--- config.mk ---
export PLATFORM = sky130hd
export DESIGN_NAME = network_module
export DESIGN_NICKNAME = d
export VERILOG_FILES = /design/src/rtl/net_pkg.sv /design/src/rtl/net_reset_seq.sv /design/src/rtl/tx_frame_pad.sv /design/src/rtl/axis_sync_fifo.sv /design/src/rtl/network_module.sv
export VERILOG_INCLUDE_DIRS = /design/src /design/src/rtl
export SDC_FILE = /design/constraint.sdc
export NUM_CORES = 2
export LEC_CHECK = 0
export ABC_AREA = 1
export BUFFER_PORTS_ARGS = -buffer_cell sky130_fd_sc_hd__buf_2
export CAP_MARGIN = 30
export CORE_MARGIN = 1.5
export CORE_UTILIZATION = 50
export DETAILED_ROUTE_END_ITERATION = 6
export GPL_ROUTABILITY_DRIVEN = 0
export PLACE_DENSITY = 0.74
export SETUP_SLACK_MARGIN = 0.1
export SLEW_MARGIN = 20
export SYNTH_ARGS = -nofsm -noshare
export SYNTH_HDL_FRONTEND = slang
export SYNTH_SLANG_ARGS = --single-unit
--- constraint.sdc ---
create_clock -name sys_reset -period 9.25 [get_ports sys_reset]
set_input_delay 0.925 -clock sys_reset [delete_from_list [all_inputs] [get_ports sys_reset]]
set_output_delay 0.925 -clock sys_reset [all_outputs]
set_load 0.01 [all_outputs]
--- src/rtl/net_cfg.svh ---
`ifndef NET_CFG_SVH
`define NET_CFG_SVH

// stream payload widths
`define NET_DATA_W      64      // one 64-bit word per beat
`define NET_KEEP_W      8       // one enable per byte lane

// minimum frame shape on tx
`define NET_MIN_WORDS   8       // frame spans at least this many words
`define NET_KEEP_FLOOR  8'h0F   // lanes forced on in the eighth word

// buffering
`define NET_FIFO_DEPTH  16      // default fifo depth, power of two

// reset sequencing
`define NET_INIT_HOLD   16      // clear cycles before core leaves reset

`endif

--- src/rtl/net_pkg.sv ---
`include "net_cfg.svh"

package net_pkg;

    // one stream beat, same layout on every link in the shell
    typedef struct packed {
        logic [`NET_DATA_W-1:0] data;   // payload word
        logic [`NET_KEEP_W-1:0] keep;   // byte enables, lane 0 first
        logic                   last;   // final word of frame
    } axis_beat_t;

    // tx padder states
    typedef enum logic [1:0] {
        PASS,       // forwarding user words
        PAD,        // inserting zero words up to min length
        HOLD_LAST   // padded last word waiting on the fifo
    } pad_state_t;

endpackage

--- src/rtl/net_reset_seq.sv ---
`timescale 1ns/1ps
`include "net_cfg.svh"

module net_reset_seq (
    input  logic sys_reset,           // clock
    input  logic net_clk,             // async reset, active high
    input  logic user_tx_reset,       // from mac tx side
    input  logic user_rx_reset,       // from mac rx side
    output logic core_reset,          // sync clear for the datapath
    output logic network_init_done
);

    localparam int cnt_w = $clog2(`NET_INIT_HOLD + 1);
    localparam logic [cnt_w-1:0] hold_cnt = cnt_w'(`NET_INIT_HOLD);

    logic [cnt_w-1:0] hold_q;     // cycles with both mac resets clear
    logic             mac_busy;   // either mac side still in reset

    assign mac_busy = user_tx_reset || user_rx_reset;

    always_ff @(posedge sys_reset or posedge net_clk) begin
        if (net_clk) begin
            hold_q     <= '0;
            core_reset <= 1'b1;
        end else if (mac_busy) begin
            hold_q     <= '0;           // restart the hold window
            core_reset <= 1'b1;         // back into reset on next edge
        end else begin
            if (hold_q != hold_cnt) begin
                hold_q <= hold_q + 1'b1;    // saturates at hold_cnt
            end
            core_reset <= (hold_q != hold_cnt);   // drops one edge after saturation
        end
    end

    assign network_init_done = !core_reset;

    // a mac reset seen on one edge must keep the core down in the following cycle
    a_init_after_mac_reset: assert property (
        @(posedge sys_reset) disable iff (net_clk)
        $past(user_tx_reset || user_rx_reset) |-> !network_init_done
    ) else $error("network_init_done high right after a mac reset");

endmodule

--- src/rtl/tx_frame_pad.sv ---
`timescale 1ns/1ps
`include "net_cfg.svh"

module tx_frame_pad (
    input  logic                sys_reset,    // clock
    input  logic                net_clk,      // async reset, active high
    input  logic                core_reset,   // sync clear
    input  logic                s_valid,
    output logic                s_ready,
    input  net_pkg::axis_beat_t s_beat,
    output logic                m_valid,
    input  logic                m_ready,
    output net_pkg::axis_beat_t m_beat
);

    localparam int cnt_w = $clog2(`NET_MIN_WORDS + 1);
    localparam logic [cnt_w-1:0] min_cnt  = cnt_w'(`NET_MIN_WORDS);
    localparam logic [cnt_w-1:0] last_idx = cnt_w'(`NET_MIN_WORDS - 1);

    net_pkg::pad_state_t state;
    logic [cnt_w-1:0]    wcnt;         // words already emitted in this frame
    logic                load;         // output register can take a word
    logic                take;         // user beat accepted
    logic                beat_ld;      // output register written
    logic                short_last;   // frame ends before the min word
    logic                floor_last;   // frame ends exactly on the min word
    net_pkg::axis_beat_t beat_d;       // next output word

    // zero every byte whose keep bit is clear
    function automatic logic [`NET_DATA_W-1:0] mask_bytes(
        input logic [`NET_DATA_W-1:0] data,
        input logic [`NET_KEEP_W-1:0] keep
    );
        logic [`NET_DATA_W-1:0] res;
        res = '0;
        for (int i = 0; i < `NET_KEEP_W; i++) begin
            if (keep[i]) begin
                res[8*i +: 8] = data[8*i +: 8];
            end
        end
        return res;
    endfunction

    assign load       = !m_valid || m_ready;                    // empty or draining
    assign s_ready    = !core_reset && (state == net_pkg::PASS) && load;
    assign take       = s_valid && s_ready;
    assign short_last = s_beat.last && (wcnt < last_idx);       // words 1..7
    assign floor_last = s_beat.last && (wcnt == last_idx);      // word 8
    assign beat_ld    = take || ((state == net_pkg::PAD) && load);

    always_comb begin
        beat_d = s_beat;                                // pass through by default
        if (state == net_pkg::PAD) begin
            beat_d.data = '0;                           // filler word
            beat_d.keep = '1;
            beat_d.last = (wcnt == last_idx);           // eighth word closes frame
        end else if (short_last) begin
            beat_d.data = mask_bytes(s_beat.data, s_beat.keep);   // new lanes read zero
            beat_d.keep = '1;
            beat_d.last = 1'b0;                         // padding follows
        end else if (floor_last) begin
            beat_d.data = mask_bytes(s_beat.data, s_beat.keep);
            beat_d.keep = s_beat.keep | `NET_KEEP_FLOOR;  // switch drops shorter tails
        end
    end

    always_ff @(posedge sys_reset or posedge net_clk) begin
        if (net_clk) begin
            state   <= net_pkg::PASS;
            wcnt    <= '0;
            m_valid <= 1'b0;
        end else if (core_reset) begin
            state   <= net_pkg::PASS;
            wcnt    <= '0;
            m_valid <= 1'b0;
        end else begin
            case (state)
                net_pkg::PASS: begin
                    if (load) begin
                        m_valid <= take;                // bubble if nothing offered
                    end
                    if (take) begin
                        if (short_last) begin
                            wcnt  <= wcnt + 1'b1;
                            state <= net_pkg::PAD;
                        end else if (s_beat.last) begin
                            wcnt <= '0;                 // next frame
                        end else if (wcnt != min_cnt) begin
                            wcnt <= wcnt + 1'b1;        // saturate at min length
                        end
                    end
                end
                net_pkg::PAD: begin
                    if (load) begin
                        m_valid <= 1'b1;
                        if (wcnt == last_idx) begin
                            wcnt  <= '0;
                            state <= net_pkg::HOLD_LAST;
                        end else begin
                            wcnt <= wcnt + 1'b1;
                        end
                    end
                end
                net_pkg::HOLD_LAST: begin
                    if (m_ready) begin
                        m_valid <= 1'b0;                // last word taken
                        state   <= net_pkg::PASS;
                    end
                end
                default: begin
                    state <= net_pkg::PASS;
                end
            endcase
        end
    end

    // payload register
    always_ff @(posedge sys_reset) begin
        if (beat_ld) begin
            m_beat <= beat_d;
        end
    end

    // stalled output word must not change
    a_out_stable: assert property (
        @(posedge sys_reset) disable iff (net_clk || core_reset)
        (m_valid && !m_ready) |=> $stable(m_beat)
    ) else $error("tx_frame_pad output changed while stalled");

endmodule

--- src/rtl/axis_sync_fifo.sv ---
`timescale 1ns/1ps
`include "net_cfg.svh"

module axis_sync_fifo #(
    parameter int depth = `NET_FIFO_DEPTH     // power of two
) (
    input  logic                sys_reset,    // clock
    input  logic                net_clk,      // async reset, active high
    input  logic                core_reset,   // sync clear, empties the fifo
    input  logic                s_valid,
    output logic                s_ready,
    input  net_pkg::axis_beat_t s_beat,
    output logic                m_valid,
    input  logic                m_ready,
    output net_pkg::axis_beat_t m_beat,
    output logic                overflow      // sticky, beat lost while full
);

    localparam int aw = $clog2(depth);
    localparam logic [aw:0] full_cnt = (aw + 1)'(depth);

    net_pkg::axis_beat_t mem [depth];   // circular buffer
    logic [aw:0]         wr_ptr;        // extra msb tells wrap
    logic [aw:0]         rd_ptr;
    logic [aw:0]         fill;          // current occupancy
    logic                full;
    logic                push;
    logic                pop;

    assign fill    = wr_ptr - rd_ptr;
    assign full    = (fill == full_cnt);
    assign s_ready = !full && !core_reset;
    assign m_valid = (fill != '0) && !core_reset;
    assign m_beat  = mem[rd_ptr[aw-1:0]];     // fall-through read
    assign push    = s_valid && s_ready;
    assign pop     = m_valid && m_ready;

    always_ff @(posedge sys_reset or posedge net_clk) begin
        if (net_clk) begin
            wr_ptr   <= '0;
            rd_ptr   <= '0;
            overflow <= 1'b0;
        end else if (core_reset) begin
            wr_ptr   <= '0;
            rd_ptr   <= '0;
            overflow <= 1'b0;
        end else begin
            if (push) begin
                wr_ptr <= wr_ptr + 1'b1;
            end
            if (pop) begin
                rd_ptr <= rd_ptr + 1'b1;
            end
            if (s_valid && full) begin
                overflow <= 1'b1;             // beat dropped, only core_reset clears
            end
        end
    end

    // storage
    always_ff @(posedge sys_reset) begin
        if (push) begin
            mem[wr_ptr[aw-1:0]] <= s_beat;
        end
    end

    // pointers never drift further apart than the buffer
    a_fill_bound: assert property (
        @(posedge sys_reset) disable iff (net_clk)
        fill <= full_cnt
    ) else $error("fifo occupancy above depth");

endmodule

--- src/rtl/network_module.sv ---
`timescale 1ns/1ps

module network_module (
    input  logic                sys_reset,          // clock, mac and user side shared
    input  logic                net_clk,            // async reset, active high
    input  logic                user_tx_reset,
    input  logic                user_rx_reset,
    output logic                network_init_done,

    // tx path, user to mac
    input  logic                s_axis_valid,
    output logic                s_axis_ready,
    input  net_pkg::axis_beat_t s_axis_beat,
    output logic                tx_axis_valid,
    input  logic                tx_axis_ready,
    output net_pkg::axis_beat_t tx_axis_beat,

    // rx path, mac to user
    input  logic                rx_axis_valid,      // mac cannot be stalled
    input  net_pkg::axis_beat_t rx_axis_beat,
    output logic                m_axis_valid,
    input  logic                m_axis_ready,
    output net_pkg::axis_beat_t m_axis_beat,
    output logic                rx_overflow
);

    logic                core_reset;   // held until both mac sides settle
    logic                pad_valid;    // padder to tx fifo
    logic                pad_ready;
    net_pkg::axis_beat_t pad_beat;

    net_reset_seq i_net_reset_seq (
        .sys_reset         (sys_reset),
        .net_clk           (net_clk),
        .user_tx_reset     (user_tx_reset),
        .user_rx_reset     (user_rx_reset),
        .core_reset        (core_reset),
        .network_init_done (network_init_done)
    );

    tx_frame_pad i_tx_frame_pad (
        .sys_reset  (sys_reset),
        .net_clk    (net_clk),
        .core_reset (core_reset),
        .s_valid    (s_axis_valid),
        .s_ready    (s_axis_ready),
        .s_beat     (s_axis_beat),
        .m_valid    (pad_valid),
        .m_ready    (pad_ready),
        .m_beat     (pad_beat)
    );

    axis_sync_fifo tx_fifo (
        .sys_reset  (sys_reset),
        .net_clk    (net_clk),
        .core_reset (core_reset),
        .s_valid    (pad_valid),
        .s_ready    (pad_ready),
        .s_beat     (pad_beat),
        .m_valid    (tx_axis_valid),
        .m_ready    (tx_axis_ready),
        .m_beat     (tx_axis_beat),
        .overflow   ()                // padder holds on full, nothing lost
    );

    axis_sync_fifo rx_fifo (
        .sys_reset  (sys_reset),
        .net_clk    (net_clk),
        .core_reset (core_reset),
        .s_valid    (rx_axis_valid),
        .s_ready    (),               // no back-pressure toward the mac
        .s_beat     (rx_axis_beat),
        .m_valid    (m_axis_valid),
        .m_ready    (m_axis_ready),
        .m_beat     (m_axis_beat),
        .overflow   (rx_overflow)
    );

endmodule

==> metrics.md <==
| Metric | Value |
|---|---|
| DP HPWL | `133000 um` |
| Post-Syn Nets | `7078` |
| Max-cap violations | `0` |
| Sequential Power Share | `56.1%` |
| Initial antenna violation count | `29` |
| Pwr Total | `21.5 mW` |
| Die height | `443 um` |
| Remaining Overflow, GRT | `0` |
| Share of cells above drive strength 1 | `11.4%` |
| Final Slew Violations | `0` |
| P per Cell Area | `199 mW/mm^2` |
| DR iter-0 viols | `7340` |
| Status | `completed` |
| H-tree Lvls | `4` |
| GRT Util Overall | `24.0%` |
| Yosys top cell by area | `edfxtp_1` |
| Peak Freq | `0.170 GHz` |
| Storage cell area | `0.0732 mm^2` |
| Initial Util | `50.3%` |
| Post-CTS setup buffer count | `0` |
| CTS tree | `built` |
| Fill cell total of the finished layout | `14600` |
| Clock power share | `43.2%` |
| Net Sw Frac | `19.6%` |
| Worst slew pin tran | `1.44 ns` |
| CP Data Arrival Time | `4.95 ns` |
| # IOs | `305` |
| YS warnings | `0` |
| DRT Pass-1 Iters | `5` |
| Psw | `4.21 mW` |
| Global-route wire length before repair | `358000 um` |
| Worst Setup End Kind | `output port` |
| Drt wl/cell | `24.8 um` |
| Multi-input gate area | `0.0201 mm^2` |
| Hold Violations, Final | `0` |
| Resize count post-CTS | `0` |
| DR DRC count | `0` |
| R2R setup slack | `3.82 ns` |
| Max clock buf depth | `3` |
| Area grow syn2layout | `11.8%` |
| Startpoint Class | `flop` |
| Worst slew margin | `3.97%` |
| CP Max Fanout | `87` |
| Crit share post-route | `63.5%` |
| Vias per inst | `6.03` |
| Nets@finish | `7253` |
| Layout Cells excl Fill | `9796` |
| Post-synth top area share | `74.7%` |
| Yosys cell types | `42` |
| Largest net degree at the start of global routing | `258` |
| Kind of critical path | `reg2out` |
| Mapped Area | `0.0969 mm^2` |
| Number of synthesized register bits | `2443` |
| Number of synthesized flops with an enable pin | `2409` |
| Worst VDD drop | `0.000189 V` |
| P_int | `17.3 mW` |
| Die area | `0.196 mm^2` |
| Top FF cell, synth | `edfxtp_1` |
| Vias in the first global route | `57300` |
| Root Buffer | `clkbuf_16` |
| Clock slew at reported path FFs | `0.06 ns` |
| Synth async-reset ratio | `1.39%` |
| Worst r2r dst | `tx_fifo.mem[2][51]` |
| Placeable core area | `0.193 mm^2` |
| Syn Area/Cell | `14.0 um^2` |
| Req. time, crit path | `8.33 ns` |
| Hold Path Class | `in2async` |
| Seq/Total Area, Yosys | `75.5%` |
| RSZ-0062 raised after global routing | `no` |
| Post-synth top cells | `edfxtp_1, o21ai_0, nor2_1` |
| Final Util | `56.3%` |
| Clock Latency Late Sink | `0.87 ns` |
| # rows | `161` |
| Synthesized instance count | `6898` |
| Vias | `59100` |
| Worst R2R Start | `tx_fifo.rd_ptr[2]` |
| CTS Buf Count | `228` |
| Post-route ant nets | `0` |
| CTS sink count | `2443` |
| Hold_buf cts | `0` |
| PortBufs | `304` |
| DIE WIDTH | `443 um` |
| Leak | `35.5 nW` |
| Most frequent cell after synthesis | `edfxtp_1` |
| Clock skew | `0.0461 ns` |
| Ranking of synthesized cells by area | `edfxtp_1, o21ai_0, nor2_1, mux2i_1, o211ai_1` |
| Min Tclk post-route | `5.87 ns` |
| Comb pwr share | `0.8%` |
| Setup Viol. Count Final | `0` |
| Setup TNS Final | `0 ns` |
| Path depth of the worst reg2reg path | `14` |
| Placed Cells | `9354` |
| WL final | `243000 um` |
==> metrics by stage <==
| step | hold WS, ns | setup WS, ns | cell area (um^2) |
|---|---|---|---|
| 5_1_grt | 0.203 | 3.22 | 108000 |
| 2_1_floorplan | 0.460 | 1.44 | 96900 |
| 3_3_place_gp | 0.473 | 3.81 | 100000 |
| 6_report | 0.186 | 3.38 | 108000 |
| 4_1_cts | 0.153 | 3.41 | 108000 |
| 3_5_place_dp | 0.494 | 3.89 | 101000 |
==> metal layers <==
metal	wire length, um	track usage, %
met2	118000	39.3
met4	9260	9.36
met3	23200	5.36
met5	149	0
met1	92100	31.4
==> registers in the layout, indices dropped and copies added, names as in the netlist <==
signal and flops:
rx_fifo.rd_ptr 5, rx_fifo.mem 1168, i_tx_frame_pad.wcnt 4, rx_fifo.overflow 1, i_tx_frame_pad.state 2, i_tx_frame_pad.m_beat 73
tx_fifo.mem 1168, tx_fifo.wr_ptr 5, tx_fifo.rd_ptr 5, i_net_reset_seq.hold_q 5, i_net_reset_seq.core_reset 1, rx_fifo.wr_ptr 5
i_tx_frame_pad.m_valid 1
==> cells in the final DEF (no fill, tap or decap), types with 98 or more instances in the layout <==
cell type and n:
o22ai_1 349, o211ai_1 292, clkbuf_16 229, nand3_1 98, o21ai_1 171, nor2_1 782
mux2i_1 292, edfxtp_1 2409, a21oi_1 330, inv_1 404, nand2_1 193, o21ai_0 916
buf_2 304
==> final cells by class <==
cell class	instances	share of cell area, %
antenna	9	0.0208
clock buffer	275	5.45
clock inverter	143	1.40
inverter	415	1.48
multi-input combinational	3578	18.5
sequential	2443	67.6
tap	2526	2.92
timing repair buffer	407	2.61
==> cell families after synthesis <==
group / share of synthesized area, %
DFF: 75.5
xor gates and xnor gates: 0.127
adders and majority gates: 0.336
muxes: 3.02
and+or+nand+nor: 4.83
AOI/OAI and AO/OA: 12.2
buffers and inverters: 3.96
==> worst max-delay path by stage <==
stage / startpoint / endpoint / slack, ns / cells after the start
after floorplan: tx_fifo.rd_ptr[1] / i_tx_frame_pad.m_beat[0] / 1.44 / 17
after global placement: rx_fifo.rd_ptr[2] / rx_fifo.mem[2][24] / 3.81 / 11
after detailed placement: tx_fifo.rd_ptr[2] / tx_fifo.mem[5][33] / 3.89 / 14
after CTS: tx_fifo.rd_ptr[0] / tx_axis_beat[10] / 3.41 / 7
after global routing: tx_fifo.rd_ptr[0] / tx_axis_beat[19] / 3.22 / 7
final: rx_fifo.rd_ptr[1] / m_axis_beat[6] / 3.38 / 7
==> power groups by stage <==
stage / Clock, mW / Sequential (mW) / Combinational (mW)
3_3_place_gp: 0 / 12.3 / 0.156
6_report: 9.29 / 12.1 / 0.162
3_5_place_dp: 0 / 12.3 / 0.163
4_1_cts: 9.38 / 12.1 / 0.163
2_1_floorplan: 0 / 12.3 / 0.0238
5_1_grt: 9.80 / 12.1 / 0.177
==> critical path, cell delays in order, from the launching register on <==
cell and delay, ns:
dfrtp_4 0.95, buf_4 0.88, buf_4 0.78, o21ai_0 0.23, o22ai_1 0.23, nor2_1 0.06
o22ai_1 0.60, buf_2 0.25
(Power assumes the default switching activity.)
